**config.mk**
```make
export PLATFORM = sky130hd
export DESIGN_NAME = mpmc_ch_port
export DESIGN_NICKNAME = d
export VERILOG_FILES = /design/src/source/mpmc_pkg.sv /design/src/source/mpmc_ch_port.sv
export SDC_FILE = /design/constraint.sdc
export NUM_CORES = 1
export LEC_CHECK = 0
export BUFFER_PORTS_ARGS = -buffer_cell sky130_fd_sc_hd__buf_2
export CORE_AREA = 2 2 132 134
export DETAILED_ROUTE_END_ITERATION = 10
export DIE_AREA = 0 0 134 136
export PLACE_DENSITY = 0.58
export REMOVE_ABC_BUFFERS = 1
export SLEW_MARGIN = 25
export SYNTH_ARGS = -nofsm -noshare
export SYNTH_HDL_FRONTEND = slang
export SYNTH_SLANG_ARGS = --single-unit
```
**constraint.sdc**
```tcl
create_clock -name clk -period 5.5 [get_ports clk]
set_clock_uncertainty 0.05 [all_clocks]
set_input_delay 0.55 -clock clk [delete_from_list [all_inputs] [get_ports clk]]
set_output_delay 0.55 -clock clk [all_outputs]
set_load 0.005 [all_outputs]
```
**src/source/mpmc_pkg.sv**
```systemverilog
package mpmc_pkg;

	localparam int DATA_W = 64;
	localparam int SEL_W = DATA_W / 8; // one select bit per byte
	localparam int ADR_W = 28;
	localparam int CMD_W = 3;

	typedef logic [DATA_W-1:0] data_t;
	typedef logic [SEL_W-1:0] sel_t;
	typedef logic [ADR_W-1:0] adr_t; // word address, also used as app_addr
	typedef logic [CMD_W-1:0] app_cmd_t;

	// command codes of the DDR controller app port
	localparam app_cmd_t APP_CMD_WRITE = app_cmd_t'(0);
	localparam app_cmd_t APP_CMD_READ = app_cmd_t'(1);

	// channel request, held stable by the client while cyc is high
	typedef struct packed {
		logic cyc;
		logic we; // store if high
		adr_t adr;
		sel_t sel;
		data_t data;
	} ch_req_t;

	typedef struct packed {
		logic ack;
		data_t data; // read data, valid with ack
	} ch_resp_t;

	typedef enum logic [1:0] {
		SEQ_IDLE,
		SEQ_CMD,
		SEQ_RD_WAIT,
		SEQ_DONE
	} seq_state_t;

endpackage : mpmc_pkg

```
**src/source/mpmc_ch_port.sv**
```systemverilog
`timescale 1ns/1ps

module mpmc_ch_port (
	input logic clk,
	input logic rst,
	input mpmc_pkg::ch_req_t ch_req,
	output mpmc_pkg::ch_resp_t ch_resp,
	output logic pending,
	output mpmc_pkg::ch_req_t req,
	input logic done,
	input mpmc_pkg::data_t rd_data
);

	import mpmc_pkg::*;

	logic ack;
	logic capture;
	data_t resp_data;

	// take a new request only once the previous handshake has closed
	assign capture = ch_req.cyc && !pending && !ack;

	always_ff @(posedge clk) begin
		if (rst) begin
			pending <= 1'b0;
		end else if (capture) begin
			pending <= 1'b1;
		end else if (done) begin
			pending <= 1'b0;
		end
	end

	always_ff @(posedge clk) begin
		if (capture) begin
			req <= ch_req; // held for the arbiter and sequencer
		end
	end

	// ack rises after done and falls once the client has dropped cyc
	always_ff @(posedge clk) begin
		if (rst) begin
			ack <= 1'b0;
		end else if (done) begin
			ack <= 1'b1;
		end else if (ack && !ch_req.cyc) begin
			ack <= 1'b0;
		end
	end

	always_ff @(posedge clk) begin
		if (done) begin
			resp_data <= rd_data;
		end
	end

	always_comb begin
		ch_resp.ack = ack;
		ch_resp.data = resp_data;
	end

	// the sequencer only completes requests that this port has handed over
	done_while_pending: assert property (
		@(posedge clk) disable iff (rst)
		done |-> pending
	) else $error("done strobe on a port with no pending request");

endmodule : mpmc_ch_port

```
==> summary.md <==
| Metric | Value |
|---|---|
| Fmax | 461.0 MHz |
| Antenna violations before repair | 0 |
| Average size of a mapped cell | 29.14 µm² |
| Top post-synthesis cells by area | edfxtp_1, dfxtp_1, nor3b_2 |
| CP max stage delay | 0.73 ns |
| Worst EP required | 5.49 ns |
| Share of the synthesized area in the top cell type | 98.32% |
| Critical Path Start Type | flop |
| Fin. max-slew vios | 0 |
| Finished Cell Area | 7645 µm² |
| Synthesized instance count | 174 |
| H-tree depth | 4 |
| CP most frequent cell | buf_4 |
| DIE WIDTH | 134 µm |
| Family with the most delay on the worst path | buffers and inverters |
| Peak VDD IR | 0.1919 mV |
| Leakage | 3.246 nW |
| DRC | 0 |
| CP Depth | 3 |
| Register-to-Register Path Depth | 3 |
| P&R area growth vs syn | 50.79% |
| Final hold vios | 0 |
| Ys flop type | edfxtp_1 |
| Die Area | 18,220 µm² |
| Hold-fix buffers at CTS | 0 |
| Core region area | 16,880 µm² |
| First drt pass iteration count | 4 |
| First DRT Iteration DRCs | 154 |
| Crit path from | ack |
| Actual slew at the worst max-slew pin | 0.8471 ns |
| Unrepaired setup endpoints after global routing | no |
| Number of vias per cell | 4.047 |
| Setup Fix Bufs, Post-CTS | 0 |
| Synth area leader | edfxtp_1 |
| Relative slew margins | 43.52% |
| Flops & latches, synth | 168 |
| Total power | 0.002912 W |
| Final Cycle Share | 39.44% |
| Max-cap violations | 0 |
| Fraction of layout cells with a size suffix above 1 | 68.20% |
| Clk sink count | 168 |
| Slowest cell on the critical path | buf_4 |
| Row Count | 48 |
| Clk buf depth | 2 |
| Number of synthesized flops with an enable pin | 166 |
| Cell chain of the critical path | nor3b_4, buf_4, buf_4 |
| Worst Path Max Fanout | 69 |
| CTS tree | built |
| Status | finished, final reports clean |
| Clock-pin slew on the worst setup and hold paths | 0.07 ns |
| First-pass GRT wire length | 17.47 mm |
| WL/cell | 16.79 µm |
| Top-count cell post-synth | edfxtp_1 |
| Cell variety after synth | 8 |
| Routed WL | 12.91 mm |
| Hold_sp | rd_data[48] |
| GRT Total Usage | 13.37% |
| Vias in the first global route | 3,208 |
| Reg2reg setup slack | 3.33 ns |
| Sequential element share of the synthesized area | 99.11% |
| Post-CTS sizing | 0 |
| Total CTS buffers | 17 |
| Largest net degree at the start of global routing | 70 |
| Post-route ant nets | 0 |
| Post-DP Area | 7054 µm² |
| Hold Crit Class | in2reg |
| Worst setup endpoint | req[57] |
| Post-synth ARST share | 0% |
| Kind of critical path | reg2reg |
| Vias | 3,112 |
| Arrival time at the worst endpoint | 2.16 ns |
| Cell Area, Synth | 5070 µm² |
| Minimum clock period | 2.169 ns |
| Routability cong. | 0.7725 |
| Chip height | 136 µm |
| Global route total overflow | 0 |
| Setup Viol. Count Final | 0 |
| Clk_lat worst skew | 0.41 ns |
| HPWL Detailed | 9.895 mm |
| Final TNS setup | 0 ns |
| Port-buffer cells | 336 |
| FF-to-FF End | req[57] |
| Commonest cells post-synth | edfxtp_1, dfxtp_1 |
| Nets | 700 |
| Worst r2r src | ack |
| Yosys warning count | 0 |
| Pwr Density | 380.9 nW/µm² |
| Root Buffer | clkbuf_16 |
| Initial Util | 30.04% |
| N_diodes | 0 |
| IO Count | 337 |
| CP bufs+invs | 2 |
| CP endpoint kind | flop |
report_power, final:
part	leakage (nW)	switching, W	internal [W]	total, W
clock	0.278	0.000509	0.000681	0.00119
combinational	1.36	0.0000971	0.0000955	0.000193
sequential	1.61	0.0000202	0.00151	0.00153
how the worst min path moves through the flow:
stage	endpoint	slack [ns]	cells past startpoint
floorplan	ack	0.47	2
global placement	ack	0.49	2
detailed placement	ack	0.51	2
CTS	resp_data[20]	0.23	1
global route	resp_data[20]	0.22	1
finish	resp_data[48]	0.25	1
logic make-up (layout without fill, tap and decap cells):
group	count (synthesis)	in the layout	synth area share (%)
flip-flops	168	168	99.11
AND/OR/NAND/NOR	3	3	0.4442
AO/OA/AOI/OAI	2	2	0.2961
buffers and inverters	1	371	0.1481
stage by stage:
stage / std cells / hold WS, ns / util, % / worst slack, ns
global route: 769 / 0.2217 / 45.30 / 3.199
finish: 769 / 0.2491 / 45.30 / 3.331
CTS: 769 / 0.2253 / 45.30 / 3.302
global placement: 737 / 0.4851 / 41.80 / 3.063
floorplan: 173 / 0.4674 / - / 0.4583
detailed placement: 737 / 0.5069 / 41.80 / 2.995
flip-flops by register name, indices dropped and copies added, names as in the netlist:
register and count:
pending 1, ack 1, req 102, resp_data 64
layout by cell type (no fill, tap or decap):
cell and n:
a21oi_1 1, buf_2 336, buf_4 3, bufinv_16 2
clkbuf_1 1, clkbuf_16 17, clkinv_2 1, clkinvlp_4 4
dfxtp_1 2, edfxtp_1 166, inv_6 5, inv_8 2
nor2_1 1, nor2b_1 1, nor3b_4 1, o21ba_1 1
routing by layer:
| layer | vias to the layer above | global-route usage (%) | part of all wire [%] |
|---|---|---|---|
| li1 | 1423 | - | - |
| met1 | 1460 | 13.90 | 36 |
| met2 | 214 | 23.28 | 52 |
| met3 | 15 | 6.525 | 11 |
| met4 | 0 | 5.260 | 1.4 |
| met5 | - | 0 | 0 |
area by class of cell:
| type | instances | area, µm² |
|---|---|---|
| clock buffers | 18 | 429.2 |
| clock inverters | 14 | 161.4 |
| fillers | 1508 | 9231 |
| multi-input cells | 5 | 43.79 |
| flip-flops and latches | 168 | 5025 |
| well taps | 225 | 281.5 |
| repair buffers | 339 | 1704 |
No activity file was read; power rests on OpenSTA's default activity.
