## config.mk

```make
export PLATFORM = sky130hd
export DESIGN_NAME = mpmc_app_seq
export DESIGN_NICKNAME = d
export VERILOG_FILES = /design/src/source/mpmc_pkg.sv /design/src/source/mpmc_app_seq.sv
export SDC_FILE = /design/constraint.sdc
export NUM_CORES = 1
export LEC_CHECK = 0
export BUFFER_PORTS_ARGS = -buffer_cell sky130_fd_sc_hd__clkbuf_2
export CAP_MARGIN = 40
export CORE_AREA = 8 8 127 129
export CTS_CLUSTER_SIZE = 28
export DETAILED_ROUTE_END_ITERATION = 10
export DIE_AREA = 0 0 135 137
export GPL_ROUTABILITY_DRIVEN = 0
export GPL_TIMING_DRIVEN = 1
export PLACE_DENSITY = 0.74
export SETUP_SLACK_MARGIN = 0.4
export SLEW_MARGIN = 10
export SYNTH_ARGS = -nofsm -noshare
export SYNTH_HDL_FRONTEND = slang
export SYNTH_SLANG_ARGS = --single-unit
```

## constraint.sdc

```tcl
create_clock -name clk -period 4.6 [get_ports clk]
set_input_delay 0.69 -clock clk [delete_from_list [all_inputs] [get_ports clk]]
set_output_delay 0.69 -clock clk [all_outputs]
set_load 0.005 [all_outputs]
```

## src/source/mpmc_pkg.sv

```systemverilog
package mpmc_pkg;

	localparam int DATA_W = 64;
	localparam int SEL_W = DATA_W / 8; // one select bit per byte
	localparam int ADR_W = 28;
	localparam int CMD_W = 3;

	typedef logic [DATA_W-1:0] data_t;
	typedef logic [SEL_W-1:0] sel_t;
	typedef logic [ADR_W-1:0] adr_t; // word address, also used as app_addr
	typedef logic [CMD_W-1:0] app_cmd_t;

	// command codes of the DDR controller app port
	localparam app_cmd_t APP_CMD_WRITE = app_cmd_t'(0);
	localparam app_cmd_t APP_CMD_READ = app_cmd_t'(1);

	// channel request, held stable by the client while cyc is high
	typedef struct packed {
		logic cyc;
		logic we; // store if high
		adr_t adr;
		sel_t sel;
		data_t data;
	} ch_req_t;

	typedef struct packed {
		logic ack;
		data_t data; // read data, valid with ack
	} ch_resp_t;

	typedef enum logic [1:0] {
		SEQ_IDLE,
		SEQ_CMD,
		SEQ_RD_WAIT,
		SEQ_DONE
	} seq_state_t;

endpackage : mpmc_pkg

```

## src/source/mpmc_app_seq.sv

```systemverilog
`timescale 1ns/1ps

module mpmc_app_seq (
	input logic clk,
	input logic rst,
	input logic start,
	input mpmc_pkg::ch_req_t req,
	output logic idle,
	output logic done,
	output mpmc_pkg::data_t rd_data,
	output logic app_en,
	output mpmc_pkg::app_cmd_t app_cmd,
	output mpmc_pkg::adr_t app_addr,
	input logic app_rdy,
	output logic app_wdf_wren,
	output logic app_wdf_end,
	output mpmc_pkg::data_t app_wdf_data,
	output mpmc_pkg::sel_t app_wdf_mask,
	input logic app_wdf_rdy,
	input logic app_rd_data_valid,
	input mpmc_pkg::data_t app_rd_data
);

	import mpmc_pkg::*;

	seq_state_t state;
	logic we;
	logic cmd_ok; // command already accepted
	logic wdf_ok; // write data already accepted, or none needed
	logic cmd_acc;
	logic wdf_acc;
	logic cmd_done;
	logic wdf_done;

	assign cmd_acc = app_en && app_rdy;
	assign wdf_acc = app_wdf_wren && app_wdf_rdy;
	assign cmd_done = cmd_ok || cmd_acc;
	assign wdf_done = wdf_ok || wdf_acc;

	assign idle = (state == SEQ_IDLE);
	assign done = (state == SEQ_DONE);
	assign app_wdf_end = app_wdf_wren; // every burst is a single word

	always_ff @(posedge clk) begin
		if (rst) begin
			state <= SEQ_IDLE;
			app_en <= 1'b0;
			app_wdf_wren <= 1'b0;
			cmd_ok <= 1'b0;
			wdf_ok <= 1'b0;
		end else begin
			case (state)
				SEQ_IDLE: begin
					if (start) begin
						app_en <= 1'b1;
						app_wdf_wren <= req.we;
						cmd_ok <= 1'b0;
						wdf_ok <= !req.we;
						state <= SEQ_CMD;
					end
				end
				SEQ_CMD: begin
					// command and write data may be taken in either order
					if (cmd_acc) begin
						app_en <= 1'b0;
						cmd_ok <= 1'b1;
					end
					if (wdf_acc) begin
						app_wdf_wren <= 1'b0;
						wdf_ok <= 1'b1;
					end
					if (cmd_done && wdf_done) begin
						state <= we ? SEQ_DONE : SEQ_RD_WAIT;
					end
				end
				SEQ_RD_WAIT: begin
					if (app_rd_data_valid) begin
						state <= SEQ_DONE;
					end
				end
				SEQ_DONE: begin
					state <= SEQ_IDLE;
				end
				default: begin
					state <= SEQ_IDLE;
				end
			endcase
		end
	end

	// command fields are frozen at start so they stay put under back-pressure
	always_ff @(posedge clk) begin
		if (idle && start) begin
			we <= req.we;
			app_cmd <= req.we ? APP_CMD_WRITE : APP_CMD_READ;
			app_addr <= req.adr;
			app_wdf_data <= req.data;
			app_wdf_mask <= ~req.sel; // mask bit set means byte untouched
		end
	end

	always_ff @(posedge clk) begin
		if (state == SEQ_RD_WAIT && app_rd_data_valid) begin
			rd_data <= app_rd_data;
		end
	end

	cmd_hold: assert property (
		@(posedge clk) disable iff (rst)
		app_en && !app_rdy |=> app_en && $stable(app_cmd) && $stable(app_addr)
	) else $error("app command changed before it was accepted");

	// read data from the controller only ever answers the outstanding load
	rd_expected: assert property (
		@(posedge clk) disable iff (rst)
		app_rd_data_valid |-> state == SEQ_RD_WAIT
	) else $error("read data returned with no load outstanding");

endmodule : mpmc_app_seq

```

==> reports/results.ini <==
[status]
status = completed

[clock_tree]
cts_tree = built
numCtsBuffers = 17
clock_sinks = 172
clock_latency_ns = 0.42
ctsHoldBuffers = 0
cts_max_path_buffers = 2
clk_pin_slew_ns = 0.06
post_cts_buffers = 0
ctsResizeCount = 0
h-tree-depth = 4
clockRootBuffer = clkbuf_16

[timing]
fmax_ghz = 0.4311
min_period_over_period = 0.5043
maxSlewViolCount = 0
rsz0062_at_grt = no
finClkSkew_ns = 0.007096
hold_slack_ns = 0.4444
layout_setup_ws_ns = 2.280
tightest_slew_ns = 0.6310
finalCriticalPeriod_ns = 2.320
relSlewSlack = 0.5789
setup_violations = 0
finalSetupTns_ns = 0
hold_viol_final = 0

[logic_synthesis]
ys_types = 23
yosysSeqAreaShare = 0.9386
yosys-top-cells-count = 166 x edfxtp_1, 14 x inv_1, 7 x a21oi_1
synth_top_area_frac = 0.9165
synth_area_leaders = edfxtp_1 92%, dfxtp_1 2.2%, inv_1 0.97%, ha_1 0.92%, a21oi_1 0.64%
synth_xor_area_frac = 0
yosys-mux-area-fraction = 0.004601
async_flop_share = 0
synth_ff_type = edfxtp_1
netlist_area_um2 = 5439
avgSynthCellArea_um2 = 23.96
synth_top_family_by_area = simple AND/OR/NAND/NOR gates
synth_fa_ha_area_frac = 0.009202
synth_compound_area_frac = 0.01610
syn-instance-count = 227
synth_area_leader_cell = edfxtp_1
yosysMostFrequentCell = edfxtp_1
ys_ff_latch = 172
synth_warnings = 0
yosys.area_share.simple = 0.01702
synth_edf_count = 166

[grt]
first_global_vias = 3871
grt_antenna_before_repair = 0
grt_pass1_wl_um = 21430
grt_use_total = 0.1578
gr-total-overflow = 0
grt_max_degree = 42

[worst_hold_path]
hold_class = in2reg

[worst_setup_path]
crit_fanout = 41
crit_slowest_cell = buf_4
slowest_delay_ns = 0.54
crit_family = buffers and inverters
critical_path_buf_inv_count = 3
worst_setup_path_end_kind = flip-flop
critPathLaunchType = flip-flop
worstPathRequired_ns = 4.66
crit_type = reg2reg
path_cells = inv_1 > ha_1 > nand2_1 > clkinv_2 > buf_4
cp.arrival_ns = 2.38

[layout]
n_fill_cell = 1117
area_growth_pct = 47.09
n_antenna_cell = 0
drive_gt1_frac = 0.6350
register_area_um2 = 5105
nets = 763
multiInputGateArea_um2 = 264.0

[route]
top_layer_used = met4
met2_length_um = 7586
drt_drc_violations_left = 0
routed_wl_um = 15130
met3_length_um = 2174
avgRoutedWirePerCell_um = 19.29
drt_iter0_markers = 145
vias = 3460
wl_met1_um = 5020
detail-route-antenna-nets = 0
vias_per_cell = 4.413
drt-pass1-iter-count = 4

[pwr]
p_leak_nw = 3.508
peakVddDrop_v = 0.0003073
p_per_area_nw_per_um2 = 539.1

[floorplanning]
rows = 44
initial_core_util = 0.3829
die_height_um = 137
pin_count = 344
die_area_um2 = 18500
fp.coreArea_um2 = 14200
die_w_um = 135

[place]
place.port_buffers = 340
dp_slack_ns = 2.285
dpl.hpwl_um = 12180

[flow_run]
maxCapViolCount = 0

[routing by layer]
layer	up-vias	track usage
li1	1594	-
met1	1607	0.1450
met2	236	0.2687
met3	23	0.09949
met4	0	0.07711
met5	-	0
[layout by cell type (no fill, tap or decap), types with 2 or more instances in the layout]
| cell | instances |
|---|---|
| nand2b_1 | 4 |
| inv_1 | 13 |
| clkinv_2 | 3 |
| o21ai_0 | 3 |
| dfxtp_1 | 6 |
| nand2_1 | 2 |
| bufinv_16 | 3 |
| edfxtp_1 | 166 |
| ha_1 | 4 |
| nand3_1 | 2 |
| clkbuf_8 | 4 |
| nor2_1 | 4 |
| clkbuf_1 | 2 |
| buf_4 | 3 |
| a21oi_1 | 7 |
| conb_1 | 2 |
| clkinv_4 | 3 |
| clkbuf_16 | 17 |
| clkbuf_2 | 340 |
[path summary, 6_finish.rpt]
check	startpoint	end	slack (ns)	cells after the start
worst min register to register	cmd_ok	cmd_ok	0.52	2
worst max register to register	state[0]	app_wdf_data[30]	2.28	5
worst min-delay path	req[57]	app_wdf_data[57]	0.44	1
worst max-delay path	state[0]	app_wdf_data[30]	2.28	5
[sequential cells by signal, summed over array words and instances (netlist names)]
name          flops
we                1
app_addr         28
app_wdf_data     64
wdf_ok            1
app_wdf_end       1
app_en            1
rd_data          64
cmd_ok            1
app_wdf_mask      8
app_cmd           1
state             2
[stage by stage]
stage	instances	instance area [um^2]	power (mW)	util
final	784	8000	4.313	0.5632
after global routing	784	8000	4.503	0.5632
after CTS	784	8000	4.376	0.5632
after detailed placement	752	7377	2.892	0.5194
after global placement	752	7377	2.863	0.5194
after floorplan	228	5443	2.473	-
[logic make-up after synthesis]
logic type	after synthesis
adders and majority gates	4
other	1
buffers and inverters	17
muxes	2
AOI/OAI and AO/OA	14
DFF	172
and+or+nand+nor	17
[power breakdown]
group	internal [mW]	switching [mW]	total (mW)
sequential	2.08	0.0864	2.16
clock	0.915	0.557	1.47
combinational	0.275	0.404	0.678
[final cells by class]
type / instances / area share
sequential: 172 / 0.6381
timing repair buffer: 343 / 0.2155
clock buffer: 23 / 0.06099
multi-input combinational: 39 / 0.03300
tap: 184 / 0.02878
clock inverter: 9 / 0.01689
inverter: 14 / 0.006725
No activity file was read; power rests on OpenSTA's default activity.
